## src/source/sgmii_pkg.sv

```systemverilog
`default_nettype none

package sgmii_pkg;

	//////////////////////////////
	// Character and codeword types

	// One data or control character
	typedef logic [7:0] byte_t;

	// One 8b/10b codeword with bit 9 sent first
	// Bit order is {a,b,c,d,e,i,f,g,h,j}
	typedef logic [9:0] symbol_t;

	// The comma character and its two line forms
	localparam byte_t K28_5 = 8'hBC;
	localparam symbol_t K28_5_NEG = 10'b0011111010;
	localparam symbol_t K28_5_POS = 10'b1100000101;

	// 6b part shared by every K28.y when sent at negative disparity
	localparam logic [5:0] K28_6B = K28_5_NEG[9:4];

	// Alternate D.x.7 sub-blocks
	localparam logic [3:0] A7_NEG = 4'b0111;
	localparam logic [3:0] A7_POS = 4'b1000;

	//////////////////////////////
	// Link sync thresholds

	localparam int SYNC_COMMAS = 4;
	localparam int SYNC_HUNT_LIMIT = 12;
	localparam int SYNC_ERR_LIMIT = 4;

	typedef enum logic [1:0] {
		SYNC_HUNT,
		SYNC_SLIP_WAIT,
		SYNC_ACQUIRE,
		SYNC_LOCKED
	} sync_state_t;

	//////////////////////////////
	// Code tables

	// 5b/6b data table, form sent at negative disparity
	function automatic logic [5:0] code6_neg(input logic [4:0] x);
		logic [5:0] c;
		case (x)
			5'd0: c = 6'b100111;
			5'd1: c = 6'b011101;
			5'd2: c = 6'b101101;
			5'd3: c = 6'b110001;
			5'd4: c = 6'b110101;
			5'd5: c = 6'b101001;
			5'd6: c = 6'b011001;
			5'd7: c = 6'b111000;
			5'd8: c = 6'b111001;
			5'd9: c = 6'b100101;
			5'd10: c = 6'b010101;
			5'd11: c = 6'b110100;
			5'd12: c = 6'b001101;
			5'd13: c = 6'b101100;
			5'd14: c = 6'b011100;
			5'd15: c = 6'b010111;
			5'd16: c = 6'b011011;
			5'd17: c = 6'b100011;
			5'd18: c = 6'b010011;
			5'd19: c = 6'b110010;
			5'd20: c = 6'b001011;
			5'd21: c = 6'b101010;
			5'd22: c = 6'b011010;
			5'd23: c = 6'b111010;
			5'd24: c = 6'b110011;
			5'd25: c = 6'b100110;
			5'd26: c = 6'b010110;
			5'd27: c = 6'b110110;
			5'd28: c = 6'b001110;
			5'd29: c = 6'b101110;
			5'd30: c = 6'b011110;
			default: c = 6'b101011;
		endcase
		return c;
	endfunction

	// Positive form flips unbalanced codes and D.7
	function automatic logic [5:0] code6_pos(input logic [4:0] x);
		logic [5:0] n;
		n = code6_neg(x);
		return (($countones(n) != 3) || (x == 5'd7)) ? ~n : n;
	endfunction

	// 3b/4b data table, primary D.x.7 form, negative disparity
	function automatic logic [3:0] code4_neg(input logic [2:0] y);
		logic [3:0] c;
		case (y)
			3'd0: c = 4'b1011;
			3'd1: c = 4'b1001;
			3'd2: c = 4'b0101;
			3'd3: c = 4'b1100;
			3'd4: c = 4'b1101;
			3'd5: c = 4'b1010;
			3'd6: c = 4'b0110;
			default: c = 4'b1110;
		endcase
		return c;
	endfunction

	// Unbalanced codes and D.x.3 alternate
	function automatic logic [3:0] code4_pos(input logic [2:0] y);
		logic [3:0] n;
		n = code4_neg(y);
		return (($countones(n) != 2) || (y == 3'd3)) ? ~n : n;
	endfunction

endpackage

`default_nettype wire

```

## src/source/encode_8b10b.sv

```systemverilog
`default_nettype none

module encode_8b10b import sgmii_pkg::*; (
	input wire symbol_clk,
	input wire reset,
	input wire take,
	input wire byte_t data,
	input wire is_ctl,
	output symbol_t codeword
);

	// Running disparity, high when positive
	logic rd_pos;

	logic [4:0] x;
	logic [2:0] y;
	logic [5:0] abcdei;
	logic [3:0] fghj;
	logic [3:0] k_fghj;
	logic rd_mid;
	logic rd_next;
	logic use_a7;

	//////////////////////////////
	// Sub-block selection

	always_comb begin
		x = data[4:0];
		y = data[7:5];

		// Only the K28 column is sent as control
		if (is_ctl)
			abcdei = rd_pos ? ~K28_6B : K28_6B;
		else
			abcdei = rd_pos ? code6_pos(x) : code6_neg(x);

		// Balanced 6b blocks leave the disparity alone
		rd_mid = rd_pos;
		if ($countones(abcdei) > 3)
			rd_mid = 1'b1;
		else if ($countones(abcdei) < 3)
			rd_mid = 1'b0;

		// A7 avoids a run of five equal bits across the sub-block edge
		use_a7 = (y == 3'd7) && (rd_mid ?
			(x == 5'd11 || x == 5'd13 || x == 5'd14) :
			(x == 5'd17 || x == 5'd18 || x == 5'd20));

		// K28 keeps the comma unique by inverting the positive form
		k_fghj = (y == 3'd7) ? A7_POS : code4_pos(y);

		if (is_ctl)
			fghj = rd_mid ? k_fghj : ~k_fghj;
		else if (use_a7)
			fghj = rd_mid ? A7_POS : A7_NEG;
		else
			fghj = rd_mid ? code4_pos(y) : code4_neg(y);

		rd_next = rd_mid;
		if ($countones(fghj) > 2)
			rd_next = 1'b1;
		else if ($countones(fghj) < 2)
			rd_next = 1'b0;

		codeword = {abcdei, fghj};
	end

	// Disparity moves only when the gearbox takes the codeword
	always_ff @(posedge symbol_clk) begin
		if (reset)
			rd_pos <= 1'b0;
		else if (take)
			rd_pos <= rd_next;
	end

endmodule

`default_nettype wire

```

## src/source/decode_8b10b.sv

```systemverilog
`default_nettype none

module decode_8b10b import sgmii_pkg::*; (
	input wire symbol_clk,
	input wire reset,
	input wire sym_valid,
	input wire symbol_t sym,
	output logic rx_valid,
	output byte_t rx_data,
	output logic rx_is_ctl,
	output logic comma_seen,
	output logic code_err,
	output logic disp_err
);

	// Running disparity seen on the line
	logic rd_pos;

	logic [5:0] s6;
	logic [3:0] s4;
	logic [4:0] dx;
	logic [2:0] dy;
	logic [3:0] kf;
	logic is_k;
	logic ok6;
	logic ok4;
	logic rd_mid;
	logic rd_end;
	logic derr;

	//////////////////////////////
	// Reverse table lookup

	always_comb begin
		s6 = sym[9:4];
		s4 = sym[3:0];
		is_k = (s6 == K28_6B) || (s6 == ~K28_6B);

		// 6b sub-block, either polarity accepted here
		dx = 5'd28;
		ok6 = is_k;
		for (int i = 0; i < 32; i++) begin
			if (s6 == code6_neg(5'(i)) || s6 == code6_pos(5'(i))) begin
				dx = 5'(i);
				ok6 = 1'b1;
			end
		end

		// 4b sub-block
		dy = 3'd0;
		ok4 = 1'b0;
		kf = 4'b0000;
		for (int j = 0; j < 8; j++) begin
			if (is_k) begin
				kf = (j == 7) ? A7_POS : code4_pos(3'(j));
				if ((s6 == K28_6B) ? (s4 == kf) : (s4 == ~kf)) begin
					dy = 3'(j);
					ok4 = 1'b1;
				end
			end
			else if (s4 == code4_neg(3'(j)) || s4 == code4_pos(3'(j))) begin
				dy = 3'(j);
				ok4 = 1'b1;
			end
		end
		if (!is_k && (s4 == A7_NEG || s4 == A7_POS)) begin
			dy = 3'd7;
			ok4 = 1'b1;
		end

		// Disparity check per sub-block
		// 000111 and 0011 count as positive, 111000 and 1100 as negative
		derr = 1'b0;
		if (rd_pos ? ($countones(s6) > 3 || s6 == 6'b111000) :
			($countones(s6) < 3 || s6 == 6'b000111))
			derr = 1'b1;
		rd_mid = rd_pos;
		if ($countones(s6) > 3 || s6 == 6'b000111)
			rd_mid = 1'b1;
		else if ($countones(s6) < 3 || s6 == 6'b111000)
			rd_mid = 1'b0;

		if (rd_mid ? ($countones(s4) > 2 || s4 == 4'b1100) :
			($countones(s4) < 2 || s4 == 4'b0011))
			derr = 1'b1;
		rd_end = rd_mid;
		if ($countones(s4) > 2 || s4 == 4'b0011)
			rd_end = 1'b1;
		else if ($countones(s4) < 2 || s4 == 4'b1100)
			rd_end = 1'b0;
	end

	//////////////////////////////
	// Output registers

	always_ff @(posedge symbol_clk) begin
		if (reset) begin
			rx_valid <= 1'b0;
			comma_seen <= 1'b0;
			code_err <= 1'b0;
			disp_err <= 1'b0;
			rd_pos <= 1'b0;
		end
		else begin
			rx_valid <= sym_valid;
			comma_seen <= sym_valid && (sym == K28_5_NEG || sym == K28_5_POS);
			code_err <= sym_valid && !(ok6 && ok4);
			disp_err <= sym_valid && derr;
			// Keep tracking even through bad symbols
			if (sym_valid)
				rd_pos <= rd_end;
		end
	end

	always_ff @(posedge symbol_clk) begin
		if (sym_valid) begin
			rx_data <= {dy, dx};
			rx_is_ctl <= is_k;
		end
	end

endmodule

`default_nettype wire

```

## src/source/gearbox_8to10.sv

```systemverilog
`default_nettype none

module gearbox_8to10 import sgmii_pkg::*; (
	input wire symbol_clk,
	input wire reset,
	input wire byte_t din,
	input wire bitslip,
	output logic sym_valid,
	output symbol_t sym
);

	// Received bits, oldest in the MSB
	logic [17:0] sbuf;

	// Number of valid bits in sbuf
	logic [4:0] fill;

	// Bits left after this cycle's symbol leaves
	logic [4:0] base;

	// A full symbol sits at the top of the buffer
	assign sym_valid = fill >= 5'd10;
	assign sym = sbuf[17:8];

	always_comb begin
		base = sym_valid ? fill - 5'd10 : fill;
	end

	// Bitslip drops the last bit of the incoming byte
	always_ff @(posedge symbol_clk) begin
		if (reset)
			fill <= 5'd0;
		else
			fill <= base + 5'd8 - {4'b0000, bitslip};
	end

	// Shift out the symbol, then place the new byte just after the held bits
	always_ff @(posedge symbol_clk) begin
		sbuf <= ((sym_valid ? sbuf << 10 : sbuf) & ~(18'h3FFFF >> base)) |
			({din, 10'b0} >> base);
	end

endmodule

`default_nettype wire

```

## src/source/gearbox_10to8.sv

```systemverilog
`default_nettype none

module gearbox_10to8 import sgmii_pkg::*; (
	input wire symbol_clk,
	input wire reset,
	output logic take,
	input wire symbol_t codeword,
	output byte_t dout
);

	// Bits waiting to go out, oldest in the MSB
	logic [7:0] hold;

	// Count of valid bits in hold, 0 to 8
	logic [3:0] fill;

	// Held bits followed by the codeword taken this cycle
	logic [17:0] comb;

	// Without 8 held bits the next byte needs a new codeword
	// Fill runs 0,2,4,6,8 so take is high 4 cycles in 5
	assign take = fill < 4'd8;

	always_comb begin
		comb = ({hold, 10'b0} & ~(18'h3FFFF >> fill)) |
			(take ? ({8'b0, codeword} << (4'd8 - fill)) : 18'b0);
	end

	always_ff @(posedge symbol_clk) begin
		if (reset) begin
			fill <= 4'd0;
			dout <= '0;
		end
		else begin
			fill <= take ? fill + 4'd2 : fill - 4'd8;
			dout <= comb[17:10];
		end
	end

	// Leftover bits for the next cycle
	always_ff @(posedge symbol_clk) begin
		hold <= comb[9:2];
	end

endmodule

`default_nettype wire

```

## src/source/symbol_sync.sv

```systemverilog
`default_nettype none

module symbol_sync import sgmii_pkg::*; (
	input wire symbol_clk,
	input wire reset,
	input wire sym_valid,
	input wire comma_seen,
	input wire code_err,
	output logic bitslip,
	output logic locked
);

	sync_state_t state;

	// Symbols since the last comma while hunting
	logic [3:0] hunt_cnt;

	// Aligned commas in acquire
	logic [2:0] comma_cnt;

	// Code errors since the last comma while locked
	logic [2:0] err_cnt;

	// One step done in slip wait
	logic wait_cnt;

	// Position parity in acquire, commas belong on even steps
	logic odd;

	assign locked = state == SYNC_LOCKED;

	always_ff @(posedge symbol_clk) begin
		if (reset) begin
			state <= SYNC_HUNT;
			hunt_cnt <= 4'd0;
			comma_cnt <= 3'd0;
			err_cnt <= 3'd0;
			wait_cnt <= 1'b0;
			odd <= 1'b0;
			bitslip <= 1'b0;
		end
		else begin
			bitslip <= 1'b0;

			if (sym_valid) begin
				case (state)

					// Look for any comma, slip after too long without one
					SYNC_HUNT: begin
						if (comma_seen) begin
							state <= SYNC_ACQUIRE;
							comma_cnt <= 3'd1;
							odd <= 1'b1;
							hunt_cnt <= 4'd0;
						end
						else if (hunt_cnt == 4'(SYNC_HUNT_LIMIT - 1)) begin
							state <= SYNC_SLIP_WAIT;
							bitslip <= 1'b1;
							wait_cnt <= 1'b0;
							hunt_cnt <= 4'd0;
						end
						else
							hunt_cnt <= hunt_cnt + 4'd1;
					end

					// Let symbols from before the slip drain out
					SYNC_SLIP_WAIT: begin
						wait_cnt <= ~wait_cnt;
						if (wait_cnt)
							state <= SYNC_HUNT;
					end

					SYNC_ACQUIRE: begin
						odd <= ~odd;
						if (!odd) begin
							if (!comma_seen)
								state <= SYNC_HUNT;
							else if (comma_cnt == 3'(SYNC_COMMAS - 1)) begin
								state <= SYNC_LOCKED;
								err_cnt <= 3'd0;
							end
							else
								comma_cnt <= comma_cnt + 3'd1;
						end
					end

					// Any comma forgives earlier errors
					SYNC_LOCKED: begin
						if (comma_seen)
							err_cnt <= 3'd0;
						else if (code_err) begin
							err_cnt <= err_cnt + 3'd1;
							if (err_cnt == 3'(SYNC_ERR_LIMIT - 1))
								state <= SYNC_HUNT;
						end
					end

					default: state <= SYNC_HUNT;

				endcase
			end
		end
	end

endmodule

`default_nettype wire

```

## src/source/sgmii_symbol_top.sv

```systemverilog
`default_nettype none

module sgmii_symbol_top import sgmii_pkg::*; (
	input wire symbol_clk,
	input wire reset,
	input wire byte_t tx_data,
	input wire tx_is_ctl,
	output logic tx_take,
	output byte_t tx_byte,
	input wire byte_t rx_byte,
	output logic rx_valid,
	output byte_t rx_data,
	output logic rx_is_ctl,
	output logic rx_code_err,
	output logic rx_disp_err,
	output logic link_locked
);

	//////////////////////////////
	// Transmit path

	symbol_t tx_codeword;

	encode_8b10b encode_8b10b_inst (
		.symbol_clk(symbol_clk),
		.reset(reset),
		.take(tx_take),
		.data(tx_data),
		.is_ctl(tx_is_ctl),
		.codeword(tx_codeword)
	);

	// Pulls a codeword 4 cycles in 5
	gearbox_10to8 gearbox_10to8_inst (
		.symbol_clk(symbol_clk),
		.reset(reset),
		.take(tx_take),
		.codeword(tx_codeword),
		.dout(tx_byte)
	);

	//////////////////////////////
	// Receive path

	logic rx_sym_valid;
	symbol_t rx_sym;
	logic bitslip;
	logic comma_seen;

	gearbox_8to10 gearbox_8to10_inst (
		.symbol_clk(symbol_clk),
		.reset(reset),
		.din(rx_byte),
		.bitslip(bitslip),
		.sym_valid(rx_sym_valid),
		.sym(rx_sym)
	);

	decode_8b10b decode_8b10b_inst (
		.symbol_clk(symbol_clk),
		.reset(reset),
		.sym_valid(rx_sym_valid),
		.sym(rx_sym),
		.rx_valid(rx_valid),
		.rx_data(rx_data),
		.rx_is_ctl(rx_is_ctl),
		.comma_seen(comma_seen),
		.code_err(rx_code_err),
		.disp_err(rx_disp_err)
	);

	// Steps on decoded symbols, not raw gearbox output
	symbol_sync symbol_sync_inst (
		.symbol_clk(symbol_clk),
		.reset(reset),
		.sym_valid(rx_valid),
		.comma_seen(comma_seen),
		.code_err(rx_code_err),
		.bitslip(bitslip),
		.locked(link_locked)
	);

endmodule

`default_nettype wire

```

## config.mk

```make
export PLATFORM = sky130hd
export DESIGN_NAME = sgmii_symbol_top
export DESIGN_NICKNAME = d
export VERILOG_FILES = /design/src/source/sgmii_pkg.sv /design/src/source/encode_8b10b.sv /design/src/source/decode_8b10b.sv /design/src/source/gearbox_8to10.sv /design/src/source/gearbox_10to8.sv /design/src/source/symbol_sync.sv /design/src/source/sgmii_symbol_top.sv
export SDC_FILE = /design/constraint.sdc
export NUM_CORES = 1
export LEC_CHECK = 0
export BUFFER_PORTS_ARGS = -buffer_cell sky130_fd_sc_hd__buf_2
export CORE_MARGIN = 8
export CORE_UTILIZATION = 45
export DETAILED_ROUTE_END_ITERATION = 6
export PLACE_DENSITY = 0.65
export SLEW_MARGIN = 10
export SYNTH_ARGS = -nofsm -noshare
export SYNTH_HDL_FRONTEND = slang
export SYNTH_HIERARCHICAL = 1
export SYNTH_SLANG_ARGS = --single-unit
export TNS_END_PERCENT = 50
```

## constraint.sdc

```tcl
create_clock -name symbol_clk -period 12.6 [get_ports symbol_clk]
set_input_delay 2.52 -clock symbol_clk [delete_from_list [all_inputs] [get_ports symbol_clk]]
set_output_delay 2.52 -clock symbol_clk [all_outputs]
set_load 0.005 [all_outputs]
```

==> results.md, run 1 <==
- CP Data Arrival Time: 10590 ps
- RSZ-0062 raised after global routing: no
- P_leak: 3.014 nW
- Clk_skew: 5.349 ps
- Avg Inst Size Synth: 8.289 µm²
- P per Cell Area: 275.8 nW/µm²
- Slew HR: 0.4146
- Synth Flop Type: dfxtp_1
- Hold_buf cts: 0
- Fin. max-slew vios: 0
- Worst-Skew Late Latency: 340 ps
- Routed Antenna Nets: 0
- CTS clock-pin slew for the worst setup and hold paths: 60 ps
- Worst Setup Path Type: in2reg
- Vias in the first global route: 5419
- Seq/Total Area, Yosys: 0.2237
- HPWL after DPL: 11580 µm
- Final Non-Filler Cells: 1014
- Worst Setup Start Kind: input pin
- Combinational family with the most area after synthesis: compound AO/OA/AOI/OAI gates
- # nets final: 905
- Most common cell after layout, fill and taps aside: nand2_1
- Inserted Clock Buffers: 9
- Post-synthesis compound-gate area fraction: 0.2456
- ANT cells: 0
- Mapped Area: 6847 µm²
- Tightest Pin Transition: 876.8 ps
- CTS root buf: clkbuf_16
- Vias: 6025
- Hold Path Class: reg2reg
- Final critical-path required period: 10390 ps
- Port Buffer Count: 40
- Area Growth Syn to Fin: 5.519%
- Placed cells: 998
- Setup bufs post-CTS: 0
- Mux contribution to synthesized area: 0.08279
- Tcrit/Tclk final: 0.8248
- Slowest CP cell: fa_1
- First-pass GRT wire length: 26670 µm
- Gr usage total: 0.1612
- Synth Register Bits: 72
- DP Area: 6929 µm²
- Largest net degree at the start of global routing: 37
- Post-layout power: 1.992 mW
- Mapped Nets: 910
- CTS resizes: 0
- CP endpoint kind: register
- Design Area, Final: 7224 µm²
- Share of cells above drive strength 1: 0.1332
- Hold Vio Cnt, Final: 0
- Crit path top cell by count: fa_1
- Die Footprint: 19420 µm²
- Worst VDD drop: 0.0001214 V
- Post-synth cell types: 104
- Synth Area in Simple Gates: 0.2136
- Status: finished clean
- # Max-Cap Violations: 0
- CTS tree: done
- Adder-Cell Fraction of Synth Area: 0.1323
- WHS: 429.6 ps
- Core box area: 15030 µm²
- CTS Sinks: 72
- Router iterations before antenna repair: 5
- Final setup fails: 0
- Grt total ovfl: 0
- Initial antenna violation count: 0
- Async set or reset register ratio after synthesis: 0
- Top fanout value on the critical path: 7
- CP peak stage delay: 550 ps
- CTS max path bufs: 2
- GPL Wtd Cong: 0.8533
- Synth Area in XOR/XNOR: 0.02175
- Number of vias per cell: 5.942
- # IOs: 41
- Die Wd: 139.3 µm
- Wire length per cell: 15.62 µm
- Die height: 139.3 µm
- Htree depth: 3
- Drt drc: 0
- Initial Util: 0.4554
- Synth warnings: 6
- Number of DRC markers in iteration 0: 569
- Achievable clock frequency: 96.22 MHz
- Required time of the critical path: 12800 ps
- Setup TNS: 0 ps
- Final wirelength: 15830 µm
- Post-Syn Instances: 826
- Num rows: 45
- EDFF count, synth: 9
- Most frequent cells in the layout: nand2_1 (69), dfxtp_1 (63), nor2_1 (59), o21ai_0 (56), ha_1 (54)
[cell usage after synthesis (9+ instances only)]
| master | count | area (µm²) |
|---|---|---|
| a21oi_1 | 43 | 215.2 |
| a31oi_1 | 15 | 93.84 |
| and2_1 | 10 | 62.56 |
| and3_1 | 12 | 75.07 |
| buf_4 | 15 | 112.6 |
| buf_6 | 9 | 101.4 |
| clkbuf_1 | 23 | 86.33 |
| dfxtp_1 | 63 | 1261 |
| edfxtp_1 | 9 | 270.3 |
| fa_1 | 11 | 220.2 |
| ha_1 | 54 | 675.7 |
| inv_1 | 49 | 183.9 |
| mux2_2 | 15 | 168.9 |
| mux2i_1 | 27 | 270.3 |
| nand2_1 | 69 | 259.0 |
| nand3_1 | 41 | 205.2 |
| nor2_1 | 59 | 221.5 |
| nor2b_1 | 11 | 68.82 |
| nor3_1 | 14 | 70.07 |
| o21a_1 | 10 | 75.07 |
| o21ai_0 | 56 | 280.3 |
| o22ai_1 | 10 | 62.56 |
| xnor2_1 | 12 | 105.1 |
[worst max-delay path, delay by kind of cell]
| kind | cells | cell delay, ps |
|---|---|---|
| simple gates | 2 | 150 |
| mux | 2 | 280 |
| compound gates | 10 | 2540 |
| buf+inv | 5 | 400 |
| xor+xnor | 1 | 120 |
| fa+ha+maj | 12 | 4570 |
[registers in the layout, summed over array words and instances, names as in the netlist]
| signal | cells |
|---|---|
| gearbox_8to10_inst/sbuf | 18 |
| decode_8b10b_inst/rx_data | 8 |
| gearbox_10to8_inst/dout | 8 |
| gearbox_10to8_inst/hold | 8 |
| gearbox_8to10_inst/fill | 5 |
| symbol_sync_inst/hunt_cnt | 4 |
| gearbox_10to8_inst/fill | 3 |
| symbol_sync_inst/comma_cnt | 3 |
| symbol_sync_inst/err_cnt | 3 |
| symbol_sync_inst/state | 2 |
| decode_8b10b_inst/code_err | 1 |
| decode_8b10b_inst/comma_seen | 1 |
| decode_8b10b_inst/disp_err | 1 |
| decode_8b10b_inst/rd_pos | 1 |
| decode_8b10b_inst/rx_is_ctl | 1 |
| decode_8b10b_inst/rx_valid | 1 |
| encode_8b10b_inst/rd_pos | 1 |
| symbol_sync_inst/bitslip | 1 |
| symbol_sync_inst/odd | 1 |
| symbol_sync_inst/wait_cnt | 1 |
[per-layer routing]
| metal | part of all wire | vias to the layer above | global-route usage |
|---|---|---|---|
| met4 | 0.016 | 0 | 0.04679 |
| met3 | 0.050 | 23 | 0.03386 |
| met2 | 0.44 | 182 | 0.2452 |
| li1 | - | 3028 | - |
| met5 | 0 | - | 0 |
| met1 | 0.50 | 2792 | 0.2241 |
[final cells by class]
type,instances,area (µm²)
Clock inverter,7,70.07
Tap cell,188,235.2
Sequential cell,72,1531
Multi-Input combinational cell,646,4766
Clock buffer,9,225.2
Timing Repair Buffer,40,200.2
Inverter,52,196.4
Fill cell,1467,7809
[power by group]
| group | switching (mW) | leakage [nW] | internal [mW] |
|---|---|---|---|
| Combinational | 0.792 | 2.27 | 0.560 |
| Clock | 0.0992 | 0.142 | 0.153 |
| Sequential | 0.0588 | 0.602 | 0.328 |
| Total | 0.950 | 3.01 | 1.04 |
[cells by family after synthesis]
| group | after synthesis |
|---|---|
| flip-flops | 72 |
| buffers and inverters | 108 |
| multiplexers | 48 |
| AND/OR/NAND/NOR | 276 |
| adder cells (fa/ha/maj) | 66 |
| XOR/XNOR | 17 |
| AO/OA/AOI/OAI | 239 |
[path summary, 6_finish.rpt]
check,slack [ps],from,cells after the start,end
worst max-delay path,2210,tx_data[0],32,encode_8b10b_inst/rd_pos
worst min-delay path,430,gearbox_10to8_inst/hold[7],2,gearbox_10to8_inst/dout[7]
worst max register to register,6940,encode_8b10b_inst/rd_pos,20,encode_8b10b_inst/rd_pos
worst min register to register,430,gearbox_10to8_inst/hold[7],2,gearbox_10to8_inst/dout[7]
[stage by stage]
stage / worst slack (ps) / util
finish: 2207 / 0.4806
global route: 1636 / 0.4806
CTS: 2222 / 0.4806
detailed placement: 1884 / 0.4609
global placement: 1923 / 0.4609
floorplan: 2523 / -
No activity file was read; power rests on OpenSTA's default activity.
==> inputs of run 2 (changes only) <==
- ABC_AREA: unset -> 1
- clock period: 12.6 -> 9.91 ns (I/O delays scaled with it)
==> run 2 against run 1 <==
  * Via count grew 7.5%
  * Sequential power grew 22%
  * Hold slack gained 27 ps
  * First-iteration DRC count shrank 56%
  * Synthesized cell count grew 30%
  * Cell count grew 27%
  * Die area grew 0.19%
  * Routed wire length shrank 1.7%
  * Sequential cell count is the same
  * Sequential share of layout area shrank 0.40 points
  * Largest cell class unchanged
==> results.md, run 2 <==
- Cell with the most instances after synthesis: nand2_1
- Tightest Pin Transition: 679.8 ps (-197.1 ps)
- Number of vias per cell: 5.032 (-15%)
- Met2 wire len: 7404 µm (+6.7%)
- Synth warnings: 6 (unchanged)
- Port Buffer Count: 40 (unchanged)
- Final critical-path required period: 9253 ps
- # Max-Cap Violations: 0 (unchanged)
- Num rows: 45 (unchanged)
- R2R Path End: encode_8b10b_inst/rd_pos
- EDFF count, synth: 9 (unchanged)
- Status: finished clean
- Top layer in use: met4
- Fin. max-slew vios: 0 (unchanged)
- Synth cell count leaders: nand2_1 (338), inv_1 (129), nand3_1 (110)
- P per Cell Area: 324.8 nW/µm² (+18%)
- Mapped Area: 6862 µm² (+0.22%)
- Post-synth cell types: 50 (-52%)
- Hold_buf cts: 0 (unchanged)
- Slowest CP cell: fa_1
- CTS Sinks: 72 (unchanged)
- Core box area: 15030 µm² (unchanged)
- Placed cells: 1271 (+27%)
- Async set or reset register ratio after synthesis: 0 (unchanged)
- CTS root buf: clkbuf_16
- Worst VDD drop: 0.0002212 V (+82%)
- Post-synth top area share: 0.1849 (+0.0006910)
- Achievable clock frequency: 108.1 MHz
- First-pass GRT wire length: 27340 µm (+2.5%)
- Tcrit/Tclk final: 0.9337
- Largest register FFs: 18 (unchanged)
- Share of cells above drive strength 1: 0.1338 (+0.0005860)
- Area Growth Syn to Fin: 7.294%
- Largest net degree at the start of global routing: 27 (-27%)
- Worst Setup Start Kind: input pin
- Die Footprint: 19450 µm² (+0.19%)
- Die Wd: 139.5 µm (about the same)
- Initial Util: 0.4564 (+0.0009988)
- # nets final: 1178 (+30%)
- Top fanout value on the critical path: 10 (+3)
- Router iterations before antenna repair: 5 (unchanged)
- Required time of the critical path: 10140 ps (-2660 ps)
- Clk_skew: 8.319 ps (+2.971 ps)
- R2r setup slk: 4820 ps (-2120 ps)
- Worst-Skew Late Latency: 340 ps (about the same)
- Synth Register Bits: 72 (unchanged)
- ANT cells: 0 (unchanged)
- Fillers: 1606 (+9.5%)
- Most common cell after layout, fill and taps aside: nand2_1
- Synth area leader: nand2_1
- Crit path top cell by count: nand2_1
- R2R Path Start: encode_8b10b_inst/rd_pos
- Initial antenna violation count: 0 (unchanged)
- P_leak: 3.807 nW (+26%)
- # IOs: 41 (unchanged)
- Hold Path Class: reg2reg
- Routed Antenna Nets: 0 (unchanged)
- Hold Vio Cnt, Final: 0 (unchanged)
- Most frequent cells in the layout: nand2_1 (338), inv_1 (129), nand3_1 (110), nor2_1 (89), dfxtp_1 (63)
- CTS max path bufs: 2 (unchanged)
- Wire length per cell: 12.10 µm (-23%)
- Largest cells by area after synthesis: nand2_1 (18%), dfxtp_1 (18%), ha_1 (9.8%), nand3_1 (8.0%), inv_1 (7.1%)
- Reg2Reg Depth: 26 (+30%)
- CTS tree: done
- CP peak stage delay: 540 ps (about the same)
- Vias in the first global route: 6273 (+16%)
- CP Data Arrival Time: 9490 ps (-1100 ps)
- Synth Flop Type: dfxtp_1
- Inserted Clock Buffers: 9 (unchanged)
- Avg Inst Size Synth: 6.401 µm² (-23%)
- Fin util: 0.4897 (+0.009155)
- Setup TNS: 0 ps (unchanged)
- Post-Syn Instances: 1072 (+30%)
- Number of DRC markers in iteration 0: 250 (-56%)
- HPWL after DPL: 12250 µm (+5.8%)
- Mapped Nets: 1156 (+27%)
- Die height: 139.5 µm (about the same)
- Grt total ovfl: 0 (unchanged)
- Final Non-Filler Cells: 1287 (+27%)
- Gr usage total: 0.1638 (+0.002541)
- WHS: 456.2 ps (+26.64 ps)
- CP endpoint kind: register
- Seq/Total Area, Yosys: 0.2232 (-0.0004895)
- Vias: 6476 (+7.5%)
- Final setup fails: 0 (unchanged)
- Drt drc: 0 (unchanged)
- Slew HR: 0.5462 (+0.1316)
- Hold endpoint: gearbox_10to8_inst/dout[7]
- Largest reg by FF count: gearbox_8to10_inst/sbuf
- Final wirelength: 15570 µm (-1.7%)
- Worst Setup Path Type: in2reg
- CTS clock-pin slew for the worst setup and hold paths: 60 ps (about the same)
- RSZ-0062 raised after global routing: no
- Min-Delay Path Depth: 2 (unchanged)
- Hold path start: gearbox_10to8_inst/hold[7]
- Htree depth: 3 (unchanged)
- GPL Wtd Cong: 0.9008 (+5.6%)
- DRT met1 WL: 7344 µm (-6.3%)
- Met3 Routed Length: 592 µm (-26%)
## run 2: cell types whose count changed in the layout (fill, tap and decap cells not counted), sizes merged, moves of 8 or more
| cell | before | now |
|---|---|---|
| a211oi | 8 | 0 |
| nand2b | 8 | 0 |
| nand3 | 41 | 123 |
| and2 | 11 | 0 |
| and3 | 12 | 0 |
| a21oi | 45 | 35 |
| xnor2 | 12 | 1 |
| nor2b | 12 | 0 |
| nand2 | 69 | 373 |
| mux2 | 16 | 0 |
| inv | 52 | 150 |
| nor2 | 62 | 99 |
| a31oi | 16 | 5 |
| mux2i | 27 | 1 |
## run 2: worst max path at each step
| stage | start | end | cells after the start |
|---|---|---|---|
| 5_1_grt | tx_data[0] | encode_8b10b_inst/rd_pos | 42 |
| 2_1_floorplan | tx_data[1] | encode_8b10b_inst/rd_pos | 41 |
| 4_1_cts | tx_data[1] | encode_8b10b_inst/rd_pos | 42 |
| 3_3_place_gp | tx_data[0] | encode_8b10b_inst/rd_pos | 42 |
| 6_report | tx_data[1] | encode_8b10b_inst/rd_pos | 42 |
| 3_5_place_dp | tx_data[1] | encode_8b10b_inst/rd_pos | 42 |
## run 2: area by class of cell
type                    count  area, µm²  area share
multi-input cells         819       4509      0.6125
inverters                 151      573.1     0.07784
clock buffers              10      239.0     0.03246
well taps                 188      235.2     0.03195
clock inverters             6      66.31    0.009007
flip-flops and latches     72       1531      0.2080
repair buffers             41      207.7     0.02821
## run 2: cell families (layout without fill, tap and decap cells)
| logic type | Yosys count | after routing | synth area share |
|---|---|---|---|
| AO/OA/AOI/OAI | 129 | 129 | 0.1152 |
| XOR/XNOR | 4 | 4 | 0.005107 |
| adder cells (fa/ha/maj) | 65 | 65 | 0.1306 |
| buffers and inverters | 181 | 208 | 0.1196 |
| flip-flops | 72 | 72 | 0.2232 |
| multiplexers | 1 | 1 | 0.001459 |
| AND/OR/NAND/NOR | 620 | 620 | 0.4048 |
## run 2: metrics by stage
step	power (mW)	setup slack, ps	instance area [µm²]
floorplan	1.779	986.0	6862
global placement	2.042	381.5	7053
detailed placement	2.062	196.2	7053
CTS	2.405	520.3	7358
global route	2.683	43.93	7362
finish	2.391	656.5	7362
## run 2: metal layers
metal | GRT usage | up-vias
met3 | 0.03557 | 20
met2 | 0.2826 | 101
li1 | - | 3488
met1 | 0.1984 | 2867
met5 | 0 | -
met4 | 0.05257 | 0
## run 2: worst max-delay path: cells and delay by family
kind / cells / cell delay [ps]
compound gates: 4 / 490
buf+inv: 10 / 880
fa+ha+maj: 12 / 4380
simple gates: 16 / 1780
## run 2: where the power goes
group | internal [mW] | switching [mW]
sequential | 0.413 | 0.0606
clock | 0.203 | 0.127
combinational | 0.558 | 1.03
## run 2: repair_timing
item / 4_1_cts / 5_1_grt
resized for setup: 0 / 2
buffers inserted: 0 / 0
endpoints found under the setup margin: 0 / 1
==> inputs of run 3 (changes only) <==
- CORE_UTILIZATION: 45 -> 35
- GPL_TIMING_DRIVEN: unset -> 0
- PLACE_DENSITY: 0.65 -> 0.54
==> run 3 against run 2 <==
  * Power increased by 5.4%
  * Combinational power increased by 8%
  * Die area increased by 25%
  * Global-route usage decreased by 2.2 points
  * Maximum frequency increased by 0.11%
  * Largest cell class unchanged
  * Hold slack got worse by 9.6 ps
  * Sequential power decreased by 3%
  * Via count increased by 2.5%
  * Clock power increased by 7.3%
  * Sequential share of layout area decreased by 0.99 points
  * Setup slack improved by 10 ps
==> results.md, run 3 (same netlist as run 2, synthesis figures left out) <==
- WHS: 446.7 ps (-9.556 ps)
- Largest reg by FF count: gearbox_8to10_inst/sbuf
- Crit path top cell by count: nand2_1
- Fin. max-slew vios: 0 (unchanged)
- CTS tree: done
- # nets final: 1208 (+2.5%)
- Drt drc: 0 (unchanged)
- Hold_buf cts: 0 (unchanged)
- Critical path buffer and inverter count: 10 (unchanged)
- HPWL after DPL: 13310 µm (+8.6%)
- Area Growth Syn to Fin: 12.67%
- Clk_skew: 10.21 ps (+1.887 ps)
- Worst Setup Path Type: in2reg
- Router iterations before antenna repair: 5 (unchanged)
- Placed cells: 1376 (+8.3%)
- Die height: 156.0 µm (+12%)
- Required time of the critical path: 10150 ps (about the same)
- First-pass GRT wire length: 28680 µm (+4.9%)
- Final critical-path required period: 9243 ps (-10.34 ps)
- Most frequent cells in the layout: nand2_1 (338), inv_1 (129), nand3_1 (110), nor2_1 (89), dfxtp_1 (63)
- Inserted Clock Buffers: 9 (unchanged)
- Wire length per cell: 11.98 µm (-0.99%)
- Initial antenna violation count: 0 (unchanged)
- P_leak: 3.970 nW (+4.3%)
- CP endpoint kind: register
- GPL Wtd Cong: 0.8556 (-5.0%)
- Hold Vio Cnt, Final: 0 (unchanged)
- Largest register FFs: 18 (unchanged)
- Worst Setup Start Kind: input pin
- Vias in the first global route: 6361 (+1.4%)
- CP peak stage delay: 540 ps (about the same)
- Number of DRC markers in iteration 0: 337 (+35%)
- CTS root buf: clkbuf_16
- # IOs: 41 (unchanged)
- CTS max path bufs: 2 (unchanged)
- Slew HR: 0.6198 (+0.07363)
- Initial Util: 0.3549 (-0.1015)
- Most common cell after layout, fill and taps aside: nand2_1
- Vias: 6641 (+2.5%)
- Die Wd: 156.0 µm (+12%)
- CTS clock-pin slew for the worst setup and hold paths: 60 ps (about the same)
- RSZ-0062 raised after global routing: no
- Worst-Skew Late Latency: 340 ps (about the same)
- Share of cells above drive strength 1: 0.1550 (+0.02125)
- Worst VDD drop: 0.0002274 V (+2.8%)
- Fin util: 0.3999 (-0.08986)
- CTS Sinks: 72 (unchanged)
- Htree depth: 3 (unchanged)
- Setup TNS: 0 ps (unchanged)
- Final Non-Filler Cells: 1394 (+8.3%)
- Crit-path leading delay family: adder cells
- Die Footprint: 24340 µm² (+25%)
- Port Buffer Count: 39 (-2.5%)
- Number of vias per cell: 4.764 (-5.3%)
- Largest net degree at the start of global routing: 22 (-19%)
- Num rows: 51 (+13%)
- Gr usage total: 0.1418 (-0.02196)
- Hold Path Class: reg2reg
- Top fanout value on the critical path: 8 (-2)
- Tcrit/Tclk final: 0.9327 (-0.001043)
- CP Data Arrival Time: 9480 ps (about the same)
- Core box area: 19330 µm² (+29%)
- # Max-Cap Violations: 0 (unchanged)
- Routed Antenna Nets: 0 (unchanged)
- Tightest Pin Transition: 568.2 ps (-111.6 ps)
- Final setup fails: 0 (unchanged)
- Slowest CP cell: fa_1
- Final wirelength: 16700 µm (+7.2%)
- P per Cell Area: 326.0 nW/µm² (+0.38%)
- ANT cells: 0 (unchanged)
- Status: finished clean
- Grt total ovfl: 0 (unchanged)
- Achievable clock frequency: 108.2 MHz (+0.11%)
==> run 3: what timing repair did <==
| action | CTS | global route |
|---|---|---|
| setup endpoints to repair | 0 | 1 |
| buffers inserted | 0 | 2 |
| resized for setup | 0 | 1 |
==> run 3: final cells by class <==
type | instances | area (µm²)
Tap cell | 265 | 331.6
Clock inverter | 5 | 81.33
Clock buffer | 11 | 242.7
Buffer | 30 | 251.5
Timing Repair Buffer | 41 | 210.2
Fill cell | 2092 | 11600
Multi-Input combinational cell | 819 | 4509
Inverter | 151 | 573.1
Sequential cell | 72 | 1531
==> run 3: tightest hold or removal path: stages (launching register included) <==
cell	delay, ps
dfxtp_1	300
nand2_1	50
a21oi_1	50
==> run 3: path summary, 6_finish.rpt <==
| kind | start | end | slack (ps) | cells past startpoint |
|---|---|---|---|---|
| max | tx_data[1] | encode_8b10b_inst/rd_pos | 670 | 42 |
| max reg2reg | encode_8b10b_inst/rd_pos | encode_8b10b_inst/rd_pos | 4890 | 26 |
| min reg2reg | gearbox_10to8_inst/hold[7] | gearbox_10to8_inst/dout[7] | 450 | 2 |
| min | gearbox_10to8_inst/hold[7] | gearbox_10to8_inst/dout[7] | 450 | 2 |
==> run 3: where the power goes <==
group	switching, mW	internal, mW	total, mW
logic	1.08	0.633	1.71
registers	0.0450	0.413	0.458
clock network	0.125	0.227	0.353
==> run 3: per-layer routing <==
metal	wire, µm	vias to the layer above	global-route usage
met3	699	19	0.03269
met1	7695	2968	0.1666
met5	0	-	0
met2	8025	113	0.2490
li1	-	3541	-
met4	276	0	0.04667
==> run 3: per-stage QoR <==
stage	power (mW)	cell area (µm²)	setup WS, ps
floorplan	1.779	6862	986.0
global placement	2.154	7388	160.5
detailed placement	2.156	7388	180.4
CTS	2.522	7712	519.7
global route	2.816	7731	3.715
finish	2.521	7731	666.9
